## src/rtl/rider_status_pkg.sv

```systemverilog
package rider_status_pkg;

  // Firmware revision, reported in register 0
  localparam logic [7:0] major_rev = 8'd1;
  localparam logic [7:0] minor_rev = 8'd4;
  localparam logic [7:0] build_rev = 8'd2;

  localparam int unsigned num_status_regs = 19;  // Mapped addresses 0 to 18
  localparam int unsigned reg_width       = 32;  // Status words and counters

  // Register map, 19 to 31 unmapped
  typedef enum logic [4:0] {
    REG_VERSION     = 5'd0,   // Firmware version
    REG_ERROR       = 5'd1,   // Error and warning flags
    REG_EXT_CLK     = 5'd2,   // External clock
    REG_CLK_SYNTH   = 5'd3,   // Clock synthesizer
    REG_DAQ_LINK    = 5'd4,
    REG_TTC_TTS     = 5'd5,
    REG_FSM_STATE0  = 5'd6,
    REG_FSM_STATE1  = 5'd7,
    REG_ACQ         = 5'd8,   // Acquisition setup
    REG_TRIG_INFO   = 5'd9,
    REG_TRIG_NUM    = 5'd10,
    REG_TRIG_TS_LSB = 5'd11,
    REG_TRIG_TS_MSB = 5'd12,
    REG_DC_THRES    = 5'd13,  // Data corruption
    REG_DC_COUNT    = 5'd14,
    REG_UT_THRES    = 5'd15,  // Unknown TTC command
    REG_UT_COUNT    = 5'd16,
    REG_DO_THRES    = 5'd17,  // DDR3 overflow
    REG_DO_COUNT    = 5'd18
  } reg_addr_e;

  // Decoded bus request
  typedef enum logic [1:0] {
    OP_NONE        = 2'd0,
    OP_READ        = 2'd1,
    OP_WRITE_THRES = 2'd2,  // Threshold load
    OP_CLEAR_COUNT = 2'd3   // Count and flag clear
  } bus_op_e;

endpackage

```

## src/rtl/reg_access_decode.sv

```systemverilog
module reg_access_decode
  import rider_status_pkg::*;
(
  input  logic                 clk,
  input  logic                 arst_n,
  input  logic                 wr_en,
  input  logic                 rd_en,
  input  logic [4:0]           addr,
  input  logic [reg_width-1:0] wdata,
  output bus_op_e              op,
  output reg_addr_e            op_addr,
  output logic [reg_width-1:0] wr_value,
  output logic                 dc_thres_wr,
  output logic                 dc_count_clr,
  output logic                 ut_thres_wr,
  output logic                 ut_count_clr,
  output logic                 do_thres_wr,
  output logic                 do_count_clr
);

  bus_op_e op_nxt;
  logic [5:0] wr_nxt;  // {do_clr, do_thr, ut_clr, ut_thr, dc_clr, dc_thr}

  // Classify the request, write beats read
  always_comb begin
    op_nxt = OP_NONE;
    wr_nxt = '0;
    if (wr_en) begin
      case (reg_addr_e'(addr))
        REG_DC_THRES: begin
          op_nxt    = OP_WRITE_THRES;
          wr_nxt[0] = 1'b1;
        end
        REG_DC_COUNT: begin
          op_nxt    = OP_CLEAR_COUNT;
          wr_nxt[1] = 1'b1;
        end
        REG_UT_THRES: begin
          op_nxt    = OP_WRITE_THRES;
          wr_nxt[2] = 1'b1;
        end
        REG_UT_COUNT: begin
          op_nxt    = OP_CLEAR_COUNT;
          wr_nxt[3] = 1'b1;
        end
        REG_DO_THRES: begin
          op_nxt    = OP_WRITE_THRES;
          wr_nxt[4] = 1'b1;
        end
        REG_DO_COUNT: begin
          op_nxt    = OP_CLEAR_COUNT;
          wr_nxt[5] = 1'b1;
        end
        default: op_nxt = OP_NONE;  // Read-only or unmapped, ignored
      endcase
    end else if (rd_en) begin
      op_nxt = OP_READ;  // Mapping checked in status stage
    end
  end

  always_ff @(posedge clk or negedge arst_n) begin
    if (!arst_n) begin
      op           <= OP_NONE;
      dc_thres_wr  <= 1'b0;
      dc_count_clr <= 1'b0;
      ut_thres_wr  <= 1'b0;
      ut_count_clr <= 1'b0;
      do_thres_wr  <= 1'b0;
      do_count_clr <= 1'b0;
    end else begin
      op           <= op_nxt;
      dc_thres_wr  <= wr_nxt[0];
      dc_count_clr <= wr_nxt[1];
      ut_thres_wr  <= wr_nxt[2];
      ut_count_clr <= wr_nxt[3];
      do_thres_wr  <= wr_nxt[4];
      do_count_clr <= wr_nxt[5];
    end
  end

  // Address and data ride along with op
  always_ff @(posedge clk) begin
    op_addr <= reg_addr_e'(addr);
    if (wr_en) wr_value <= wdata;  // Shared by all counters
  end

endmodule

```

## src/rtl/soft_error_counter.sv

```systemverilog
module soft_error_counter
  import rider_status_pkg::*;
(
  input  logic                 clk,
  input  logic                 arst_n,
  input  logic                 event_in,   // One-cycle pulse
  input  logic                 thres_wr,   // Load threshold from wr_value
  input  logic                 count_clr,  // Zero count and flag
  input  logic [reg_width-1:0] wr_value,
  output logic [reg_width-1:0] count,
  output logic [reg_width-1:0] thres,
  output logic                 flag
);

  logic thres_hit;

  // Zero threshold disables the flag
  assign thres_hit = (thres != '0) && (count >= thres);

  // Event count, wraps at full scale
  always_ff @(posedge clk or negedge arst_n) begin
    if (!arst_n) begin
      count <= '0;
    end else if (count_clr) begin
      count <= '0;  // Clear beats a same-cycle event
    end else if (event_in) begin
      count <= count + 1'b1;
    end
  end

  always_ff @(posedge clk or negedge arst_n) begin
    if (!arst_n) begin
      thres <= '0;
    end else if (thres_wr) begin
      thres <= wr_value;
    end
  end

  // Sticky until cleared, one edge behind the count
  always_ff @(posedge clk or negedge arst_n) begin
    if (!arst_n) begin
      flag <= 1'b0;
    end else if (count_clr) begin
      flag <= 1'b0;
    end else if (thres_hit) begin
      flag <= 1'b1;
    end
  end

endmodule

```

## src/rtl/status_reg_block.sv

```systemverilog
module status_reg_block
  import rider_status_pkg::*;
#(
  parameter int unsigned num_chan = 5
) (
  input  logic                 clk,
  input  logic                 arst_n,
  input  bus_op_e              op,
  input  reg_addr_e            op_addr,
  // Soft error counters
  input  logic [reg_width-1:0] dc_count,
  input  logic [reg_width-1:0] dc_thres,
  input  logic                 dc_flag,
  input  logic [reg_width-1:0] ut_count,
  input  logic [reg_width-1:0] ut_thres,
  input  logic                 ut_flag,
  input  logic [reg_width-1:0] do_count,
  input  logic [reg_width-1:0] do_thres,
  input  logic                 do_flag,
  // Board status
  input  logic                 prog_chan_done,
  input  logic                 error_trig_num_from_tt,
  input  logic                 error_trig_type_from_tt,
  input  logic                 error_trig_num_from_cm,
  input  logic                 error_trig_type_from_cm,
  input  logic                 error_pll_unlock,
  input  logic                 error_trig_rate,
  input  logic [num_chan-1:0]  chan_error_rc,
  input  logic                 daq_clk_sel,
  input  logic                 daq_clk_en,
  input  logic                 adcclk_clkin0_stat,
  input  logic                 adcclk_clkin1_stat,
  input  logic                 adcclk_stat_ld,
  input  logic                 adcclk_stat,
  input  logic                 daq_almost_full,
  input  logic                 daq_ready,
  input  logic [3:0]           tts_state,
  input  logic [5:0]           ttc_chan_b_info,
  input  logic                 ttc_ready,
  input  logic [30:0]          cm_state,
  input  logic [3:0]           ttr_state,
  input  logic [3:0]           cac_state,
  input  logic [6:0]           tp_state,
  input  logic [4:0]           acq_readout_pause,
  input  logic [1:0]           fill_type,
  input  logic [num_chan-1:0]  chan_en,
  input  logic                 endianness_sel,
  input  logic                 trig_fifo_full,
  input  logic                 acq_fifo_full,
  input  logic [3:0]           trig_delay,
  input  logic [7:0]           trig_settings,
  input  logic [23:0]          trig_num,
  input  logic [43:0]          trig_timestamp,
  // Read return
  output logic [reg_width-1:0] rd_data,
  output logic                 rd_valid,
  output logic                 rd_error
);

  logic [reg_width-1:0] status_word [num_status_regs];
  logic                 addr_mapped;
  logic [reg_width-1:0] sel_word;

  always_comb begin
    status_word[REG_VERSION]     = {1'b0, prog_chan_done, 6'd0, major_rev, minor_rev, build_rev};
    // Error flags, DDR3 warning sits just above the channel errors
    status_word[REG_ERROR]       = {{(reg_width - 9 - num_chan){1'b0}}, do_flag, chan_error_rc,
                                    error_trig_type_from_cm, error_trig_type_from_tt,
                                    error_trig_num_from_cm, error_trig_num_from_tt,
                                    dc_flag, error_trig_rate, ut_flag, error_pll_unlock};
    status_word[REG_EXT_CLK]     = {30'd0, daq_clk_sel, daq_clk_en};
    status_word[REG_CLK_SYNTH]   = {28'd0, adcclk_clkin1_stat, adcclk_clkin0_stat,
                                    adcclk_stat_ld, adcclk_stat};
    status_word[REG_DAQ_LINK]    = {30'd0, daq_almost_full, daq_ready};
    status_word[REG_TTC_TTS]     = {21'd0, tts_state, ttc_chan_b_info, ttc_ready};
    status_word[REG_FSM_STATE0]  = {1'b0, cm_state};
    status_word[REG_FSM_STATE1]  = {17'd0, tp_state, cac_state, ttr_state};
    status_word[REG_ACQ]         = {{(reg_width - 8 - num_chan){1'b0}}, endianness_sel,
                                    acq_readout_pause, fill_type, chan_en};
    status_word[REG_TRIG_INFO]   = {18'd0, trig_settings, acq_fifo_full, trig_fifo_full,
                                    trig_delay};
    status_word[REG_TRIG_NUM]    = {8'd0, trig_num};
    status_word[REG_TRIG_TS_LSB] = trig_timestamp[31:0];
    status_word[REG_TRIG_TS_MSB] = {20'd0, trig_timestamp[43:32]};
    // Counter side
    status_word[REG_DC_THRES]    = dc_thres;
    status_word[REG_DC_COUNT]    = dc_count;
    status_word[REG_UT_THRES]    = ut_thres;
    status_word[REG_UT_COUNT]    = ut_count;
    status_word[REG_DO_THRES]    = do_thres;
    status_word[REG_DO_COUNT]    = do_count;
  end

  // Unmapped reads return zero
  assign addr_mapped = 32'(op_addr) < num_status_regs;
  assign sel_word    = addr_mapped ? status_word[op_addr] : '0;

  always_ff @(posedge clk or negedge arst_n) begin
    if (!arst_n) begin
      rd_valid <= 1'b0;
      rd_error <= 1'b0;
    end else begin
      rd_valid <= (op == OP_READ);
      rd_error <= (op == OP_READ) && !addr_mapped;
    end
  end

  // Word captured in the status stage
  always_ff @(posedge clk) begin
    if (op == OP_READ) rd_data <= sel_word;
  end

endmodule

```

## src/rtl/rider_status.sv

```systemverilog
module rider_status
  import rider_status_pkg::*;
#(
  parameter int unsigned num_chan = 5
) (
  input  logic                 clk,
  input  logic                 arst_n,
  // Register bus
  input  logic                 wr_en,
  input  logic                 rd_en,
  input  logic [4:0]           addr,
  input  logic [reg_width-1:0] wdata,
  output logic [reg_width-1:0] rd_data,
  output logic                 rd_valid,
  output logic                 rd_error,
  // Soft error events
  input  logic                 ev_data_corrupt,
  input  logic                 ev_unknown_ttc,
  input  logic                 ev_ddr3_overflow,
  output logic                 error_data_corrupt,
  output logic                 error_unknown_ttc,
  output logic                 ddr3_overflow_warning,
  // Board status
  input  logic                 prog_chan_done,
  input  logic                 error_trig_num_from_tt,
  input  logic                 error_trig_type_from_tt,
  input  logic                 error_trig_num_from_cm,
  input  logic                 error_trig_type_from_cm,
  input  logic                 error_pll_unlock,
  input  logic                 error_trig_rate,
  input  logic [num_chan-1:0]  chan_error_rc,
  input  logic                 daq_clk_sel,
  input  logic                 daq_clk_en,
  input  logic                 adcclk_clkin0_stat,
  input  logic                 adcclk_clkin1_stat,
  input  logic                 adcclk_stat_ld,
  input  logic                 adcclk_stat,
  input  logic                 daq_almost_full,
  input  logic                 daq_ready,
  input  logic [3:0]           tts_state,
  input  logic [5:0]           ttc_chan_b_info,
  input  logic                 ttc_ready,
  input  logic [30:0]          cm_state,
  input  logic [3:0]           ttr_state,
  input  logic [3:0]           cac_state,
  input  logic [6:0]           tp_state,
  input  logic [4:0]           acq_readout_pause,
  input  logic [1:0]           fill_type,
  input  logic [num_chan-1:0]  chan_en,
  input  logic                 endianness_sel,
  input  logic                 trig_fifo_full,
  input  logic                 acq_fifo_full,
  input  logic [3:0]           trig_delay,
  input  logic [7:0]           trig_settings,
  input  logic [23:0]          trig_num,
  input  logic [43:0]          trig_timestamp
);

  bus_op_e              op;
  reg_addr_e            op_addr;
  logic [reg_width-1:0] wr_value;
  logic                 dc_thres_wr, dc_count_clr;
  logic                 ut_thres_wr, ut_count_clr;
  logic                 do_thres_wr, do_count_clr;
  logic [reg_width-1:0] dc_count, dc_thres;
  logic [reg_width-1:0] ut_count, ut_thres;
  logic [reg_width-1:0] do_count, do_thres;

  reg_access_decode u_decode (
    .clk, .arst_n, .wr_en, .rd_en, .addr, .wdata,
    .op, .op_addr, .wr_value,
    .dc_thres_wr, .dc_count_clr,
    .ut_thres_wr, .ut_count_clr,
    .do_thres_wr, .do_count_clr
  );

  // Data corruption
  soft_error_counter u_dc_cnt (
    .clk, .arst_n, .event_in(ev_data_corrupt),
    .thres_wr(dc_thres_wr), .count_clr(dc_count_clr), .wr_value,
    .count(dc_count), .thres(dc_thres), .flag(error_data_corrupt)
  );

  // Unknown TTC command
  soft_error_counter u_ut_cnt (
    .clk, .arst_n, .event_in(ev_unknown_ttc),
    .thres_wr(ut_thres_wr), .count_clr(ut_count_clr), .wr_value,
    .count(ut_count), .thres(ut_thres), .flag(error_unknown_ttc)
  );

  // DDR3 overflow, reported as a warning
  soft_error_counter u_do_cnt (
    .clk, .arst_n, .event_in(ev_ddr3_overflow),
    .thres_wr(do_thres_wr), .count_clr(do_count_clr), .wr_value,
    .count(do_count), .thres(do_thres), .flag(ddr3_overflow_warning)
  );

  status_reg_block #(.num_chan(num_chan)) u_status (
    .clk, .arst_n, .op, .op_addr,
    .dc_count, .dc_thres, .dc_flag(error_data_corrupt),
    .ut_count, .ut_thres, .ut_flag(error_unknown_ttc),
    .do_count, .do_thres, .do_flag(ddr3_overflow_warning),
    .prog_chan_done,
    .error_trig_num_from_tt, .error_trig_type_from_tt,
    .error_trig_num_from_cm, .error_trig_type_from_cm,
    .error_pll_unlock, .error_trig_rate, .chan_error_rc,
    .daq_clk_sel, .daq_clk_en,
    .adcclk_clkin0_stat, .adcclk_clkin1_stat, .adcclk_stat_ld, .adcclk_stat,
    .daq_almost_full, .daq_ready,
    .tts_state, .ttc_chan_b_info, .ttc_ready,
    .cm_state, .ttr_state, .cac_state, .tp_state,
    .acq_readout_pause, .fill_type, .chan_en, .endianness_sel,
    .trig_fifo_full, .acq_fifo_full, .trig_delay, .trig_settings,
    .trig_num, .trig_timestamp,
    .rd_data, .rd_valid, .rd_error
  );

endmodule

```

## config.mk

```make
export PLATFORM = sky130hd
export DESIGN_NAME = rider_status
export DESIGN_NICKNAME = d
export VERILOG_FILES = /design/src/rtl/rider_status_pkg.sv /design/src/rtl/reg_access_decode.sv /design/src/rtl/soft_error_counter.sv /design/src/rtl/status_reg_block.sv /design/src/rtl/rider_status.sv
export SDC_FILE = /design/constraint.sdc
export NUM_CORES = 1
export LEC_CHECK = 0
export BUFFER_PORTS_ARGS = -buffer_cell sky130_fd_sc_hd__buf_2
export CAP_MARGIN = 20
export CORE_MARGIN = 3
export CORE_UTILIZATION = 58
export DETAILED_ROUTE_END_ITERATION = 12
export GPL_ROUTABILITY_DRIVEN = 0
export MAX_ROUTING_LAYER = met4
export PLACE_DENSITY = 0.81
export SLEW_MARGIN = 30
export SYNTH_ARGS = -nofsm -noshare
export SYNTH_HDL_FRONTEND = slang
export SYNTH_SLANG_ARGS = --single-unit
```

## constraint.sdc

```tcl
create_clock -name clk -period 2.9 [get_ports clk]
set_input_delay 0 -clock clk [delete_from_list [all_inputs] [get_ports clk]]
set_output_delay 0 -clock clk [all_outputs]
set_load 0.005 [all_outputs]
```

* After elaboration in Yosys (flattened, before gate mapping) *
Index checks and enable logic that the tools add are counted.

operators by class
  bitwise gates (word level) = 1
  $lt $le $gt $ge = 5
  eq/ne operators = 7
  reduce and logical (&&, ||, !) cells = 16
  multiplexer cells = 25
  $add $sub $neg = 3

operators by type and width
  kind                                                              number
  32-bit 2-to-1 mux                                                 8
  32-bit binary-select mux with 5-bit select                        1
  32-bit by 1-bit adder with 32-bit output (second input constant)  3
  32-bit greater-or-equal comparator                                3
  32-bit nonzero test                                               3
  5-bit by 4-bit == test with 1-bit output (second input constant)  3
  5-bit == test (second input constant)                             3
  1-bit 2-to-1 mux                                                  13
  2-bit nonzero test                                                6
  6-bit greater-or-equal comparator (second input constant)         1
  6-bit 2-to-1 mux                                                  1
  5-bit inverter with 6-bit output                                  1
  3-bit OR reduction                                                2
  5-bit less-than comparator (second input constant)                1
  1-bit logical AND                                                 4
  2-bit one-hot mux with 2 select lines                             1
  2-bit by 1-bit == test with 1-bit output (second input constant)  1
  2-bit 2-to-1 mux                                                  1
  1-bit logical NOT                                                 1

storage, ports and cells
  input port bits = 216
  word-level logic and storage cells = 78
  output and inout port bits = 37
  flip-flop bits (word level) = 274

* Depth between registers and ports, before layout *
  word-level depth = 4
  mapped depth = 9
  gate-level depth less buffers = 7

* Modules after synthesis *
From an unflattened synthesis, not the netlist that was laid out.

second synthesis, totals
  cell total of the unflattened synthesis = 1725
  area total of the unflattened synthesis = 16843.7 um^2

by module, submodules not included
  module              cells an instance  area an instance (um^2)  instances  sequential area each (um^2)
  soft_error_counter  397                3708.6                   3          1626.6
  status_reg_block    469                4339.2                   1          1011.0
  reg_access_decode   65                 1378.8                   1          1261.2

* Worst setup path before layout *
OpenSTA, ideal clock, no wires.

  path kind = register to register
  from = reg u_decode.op[1]
  to = reg u_status.rd_data[0], enable pin
  library setup time = 428 ps
  slack = 623 ps
  data required time = 2472 ps
  period minus slack after synthesis = 2277 ps
  cell stages (with the launch flop) = 2
  arrival = 1849 ps
  buffers on the path = 0
  cells stage by stage = dfrtp_1 nor2b_1

on the way
  word-level cells in the longest chain between the ends = 1

ends and longest elaborated chain
  what                                      line                     source
  start: declaration                        reg_access_decode.sv:10  output bus_op_e op,
  start signal: assignment                  reg_access_decode.sv:71  op <= op_nxt;
  2-bit by 1-bit == test with 1-bit output  status_reg_block.sv:110  if (op == OP_READ) rd_data <= sel_word;
  end signal: assignment                    status_reg_block.sv:110
  end: declaration                          status_reg_block.sv:55   output logic [reg_width-1:0] rd_data,

Every way passes these cells.
A chain may end at the register's enable or synchronous reset.

* Worst setup path in the final report *
  from = reg u_decode.op_addr[0]
  to = reg u_status.rd_data[12] (data pin)

on the way
  word-level cells in the longest chain between the ends = 4
  elaborated cells on any way between the ends = 5
  those cells by class = 1 x order compare; 3 x mux; 1 x bitwise

ends and longest elaborated chain
  what                                                    line                     source
  start: declaration                                      reg_access_decode.sv:11  output reg_addr_e op_addr,
  start signal: assignment                                reg_access_decode.sv:83  op_addr <= reg_addr_e'(addr);
  5-bit inverter with 6-bit output (implied by the code)  status_reg_block.sv:96   assign sel_word = addr_mapped ? status_word[op_addr] : '0;
  32-bit binary-select mux with 5-bit select              status_reg_block.sv:96
  32-bit 2-to-1 mux (implied by the code) (2 in series)   status_reg_block.sv:96

Parallel ways exist; a longest one is shown, timed or not. The select of a mux whose other input is x is not followed.

==> results.py <==
metrics = {
    "die": {
        "die_w_um": 173.8,
        "io_pins": 253,
        "initial_core_util": 0.5977,
        "die_area_mm2": 0.03021,
        "num_rows": 60,
        "chipHeight_um": 173.8,
        "core_mm2": 0.02733,
    },
    "timing": {
        "max_freq_mhz": 402.5,
        "finalCritPeriodShare": 0.8567,
        "worst_slack_ns": 0.4155,
        "slew_violations": 0,
        "fin_setup_tns_ns": 0,
        "max-slew-margin-rel": 0.4117,
        "setup-violations-final": 0,
        "rsz0062_at_grt": "no",
        "min_period_ns": 2.485,
        "fin_worst_skew_ns": 0.01589,
        "final_hold_viol_count": 0,
        "worst_pin_slew_ns": 0.8812,
    },
    "logic_synthesis": {
        "ys_top_cells_by_area": "dfrtp_1, edfxtp_1, ha_1, o21ai_0, nand2_1",
        "synthDistinctLibCells": 68,
        "synth_top_area_frac": 0.3141,
        "ys_ff_latch": 274,
        "synth_nets": 2022,
        "synth_ff_type": "dfrtp_1",
        "synth_edf_count": 64,
        "syn_avg_cell_area_um2": 9.568,
        "syn_area_mm2": 0.01633,
        "synth_top_area_cell": "dfrtp_1",
        "syn_inst": 1707,
        "synthArstFlopShare": 0.7482,
        "yosysSeqAreaShare": 0.4379,
        "ys_warn_count": 0,
    },
    "layout": {
        "diodes": 0,
        "layout.nets": 2315,
        "post-route-util": 0.7140,
        "layout.cells.non_filler": 2395,
        "area_growth_syn_to_layout_pct": 19.46,
        "drive_above_1_share": 0.2037,
    },
    "global_route": {
        "top_usage_layer": "met2",
        "globalRouteMet1Util": 0.4820,
        "use_met2": 0.5552,
        "grt_util_met3": 0.06746,
        "first_global_vias": 14920,
        "grt_max_degree": 79,
        "antenna_found_initial": 0,
        "grt_usage": 0.3603,
        "grt_overflow": 0,
        "grt_pass1_wl_mm": 83.79,
    },
    "setup_path": {
        "timing.rr.start": "u_decode.op_addr[0]$_DFF_P_",
        "slowest_delay_ns": 0.72,
        "path_cells": "buf_4, mux2_2, a221oi_1, nor3_1, o21ai_0, o21ai_0",
        "r2r_slack_ns": 0.42,
        "cp_slowest_cell": "dfxtp_4",
        "end_kind": "flop",
        "path_class": "flop to flop",
        "cp_max_fo": 38,
        "arrival_ns": 2.78,
        "r2r_cells": 6,
        "rr_endpoint": "u_status.rd_data[12]$_SDFFCE_PP0P_",
        "critPathMostFrequentCell": "o21ai_0",
        "cp.required_ns": 3.19,
        "cp-start-kind": "flop",
    },
    "run": {
        "cap_viol_max_count": 0,
    },
    "cts": {
        "cts_buffer_depth": 3,
        "numClockSinks": 274,
        "htree_levels": 1,
        "cts_buffers": 29,
        "tritoncts": "done",
        "path_clk_slew_ns": 0.06,
        "root_buffer": "clkbuf_16",
        "cts_resized": 0,
        "clock_insertion_delay_worst_skew_ns": 0.55,
    },
    "route": {
        "route.detailed.drc": 0,
        "drtPass1Iterations": 8,
        "wl_mm": 53.54,
        "postRouteAntennaNets": 0,
        "via_count": 15220,
        "viasPerCell": 6.354,
        "drt_iter0_drc": 2128,
        "wl_per_cell_um": 22.36,
    },
    "placement": {
        "place_ws_ns": 0.4743,
        "place_inst": 2280,
        "hpwl_mm": 40.66,
        "portBuffers": 252,
    },
    "hold_path": {
        "holdPathStages": 4,
        "min_from": "trig_timestamp[29]",
        "hold_path_class": "input pin to flop",
        "hold_end": "u_status.rd_data[29]$_SDFFCE_PP0P_",
    },
    "power": {
        "peakVddDrop_v": 0.0004381,
        "p_total_uw": 11230,
        "power.density_mw_per_mm2": 575.8,
        "p_leak_uw": 0.008642,
    },
    "run_status": {
        "status": "completed",
    },
}
-- kinds of logic after synthesis --
family,count (synthesis),share of synthesized area
AND/OR/NAND/NOR,551,0.1665
flip-flops,274,0.4379
AO/OA/AOI/OAI,402,0.1440
adder cells (fa/ha/maj),99,0.07584
buffers and inverters,210,0.05179
XOR/XNOR,59,0.03164
multiplexers,112,0.09231
-- layout make-up --
class | count | area (µm²)
inverter | 116 | 435.4
fill | 1991 | 7815
multi-input combinational | 1223 | 8346
tap | 372 | 465.4
timing repair buffer | 356 | 2228
sequential | 274 | 7161
clock buffer | 39 | 773.2
clock inverter | 15 | 102.6
-- layout by cell type (no fill, tap or decap), types with 41 or more instances in the layout --
cell / instances
nand4_1: 55
buf_4: 41
nor2_1: 137
dfrtp_1: 205
a21oi_1: 131
nand2_1: 177
o21ai_0: 164
mux2i_1: 55
buf_2: 251
inv_1: 116
dlygate4sd3_1: 61
ha_1: 99
xor2_1: 43
edfxtp_1: 64
-- registers in the layout, summed over array words and instances, names as in the netlist --
signal,cells
u_status.rd_error,1
u_ut_cnt.thres,32
u_status.rd_valid,1
u_do_cnt.flag,1
u_status.rd_data,32
u_decode.ut_thres_wr,1
u_dc_cnt.thres,32
u_decode.do_thres_wr,1
u_dc_cnt.flag,1
u_decode.op_addr,5
u_do_cnt.thres,32
u_decode.do_count_clr,1
u_dc_cnt.count,32
u_ut_cnt.count,32
u_decode.dc_count_clr,1
u_ut_cnt.flag,1
u_do_cnt.count,32
u_decode.wr_value,32
u_decode.ut_count_clr,1
u_decode.op,2
u_decode.dc_thres_wr,1
-- Yosys cell counts (25+ instances only) --
master    instances
mux2_2           29
mux2i_1          55
nor4_1           25
nand2_1         177
dfrtp_1         205
nand3_1          33
inv_1           116
edfxtp_1         64
xor2_1           43
nor2_1          137
mux4_2           28
o21ai_0         164
clkbuf_1         66
or3_1            27
a21oi_1         131
nand4_1          55
ha_1             99
-- through the flow --
step           hold slack (ns)  cell area [µm²]
6_report              0.007998            19510
5_1_grt                0.02429            19510
4_1_cts               0.005987            19510
3_5_place_dp           0.09010            18020
3_3_place_gp           0.09034            18020
2_1_floorplan          -0.2956            16330
-- layer usage --
layer  part of all wire  routed length (µm)
met1               0.39               20640
met2               0.45               24060
met3               0.12                6456
met4              0.045                2386
met5                  0                   0
-- how the worst max path moves through the flow --
stage                                            from                                  to  slack (ns)  cells past startpoint
after floorplan              u_decode.op[1]$_DFF_PN0_   u_status.rd_data[0]$_SDFFCE_PP0P_        0.62                      1
after global placement    u_decode.op_addr[0]$_DFF_P_  u_status.rd_data[12]$_SDFFCE_PP0P_        0.55                      6
after detailed placement  u_decode.op_addr[0]$_DFF_P_  u_status.rd_data[12]$_SDFFCE_PP0P_        0.47                      6
after CTS                 u_decode.op_addr[0]$_DFF_P_  u_status.rd_data[12]$_SDFFCE_PP0P_        0.45                      6
after global routing      u_decode.op_addr[0]$_DFF_P_  u_status.rd_data[12]$_SDFFCE_PP0P_        0.27                      6
final                     u_decode.op_addr[0]$_DFF_P_  u_status.rd_data[12]$_SDFFCE_PP0P_        0.42                      6
-- power breakdown --
| part | internal [µW] | switching [µW] | leakage [µW] |
|---|---|---|---|
| combinational | 1150 | 1420 | 0.00484 |
| sequential | 4460 | 736 | 0.00336 |
| clock | 1960 | 1520 | 0.000442 |
-- critical path, delay by kind of cell, from the launching register on --
kind	cells	cell delay, ns
mux	1	0.38
compound gates	3	0.67
buf+inv	1	0.31
simple gates	1	0.11
flops	1	0.72
-- what timing repair did --
item / in CTS / in global routing
buffers inserted: 0 / 0
hold endpoints to repair: 150 / 0
hold buffers: 61 / 0
(Power assumes the default switching activity.)
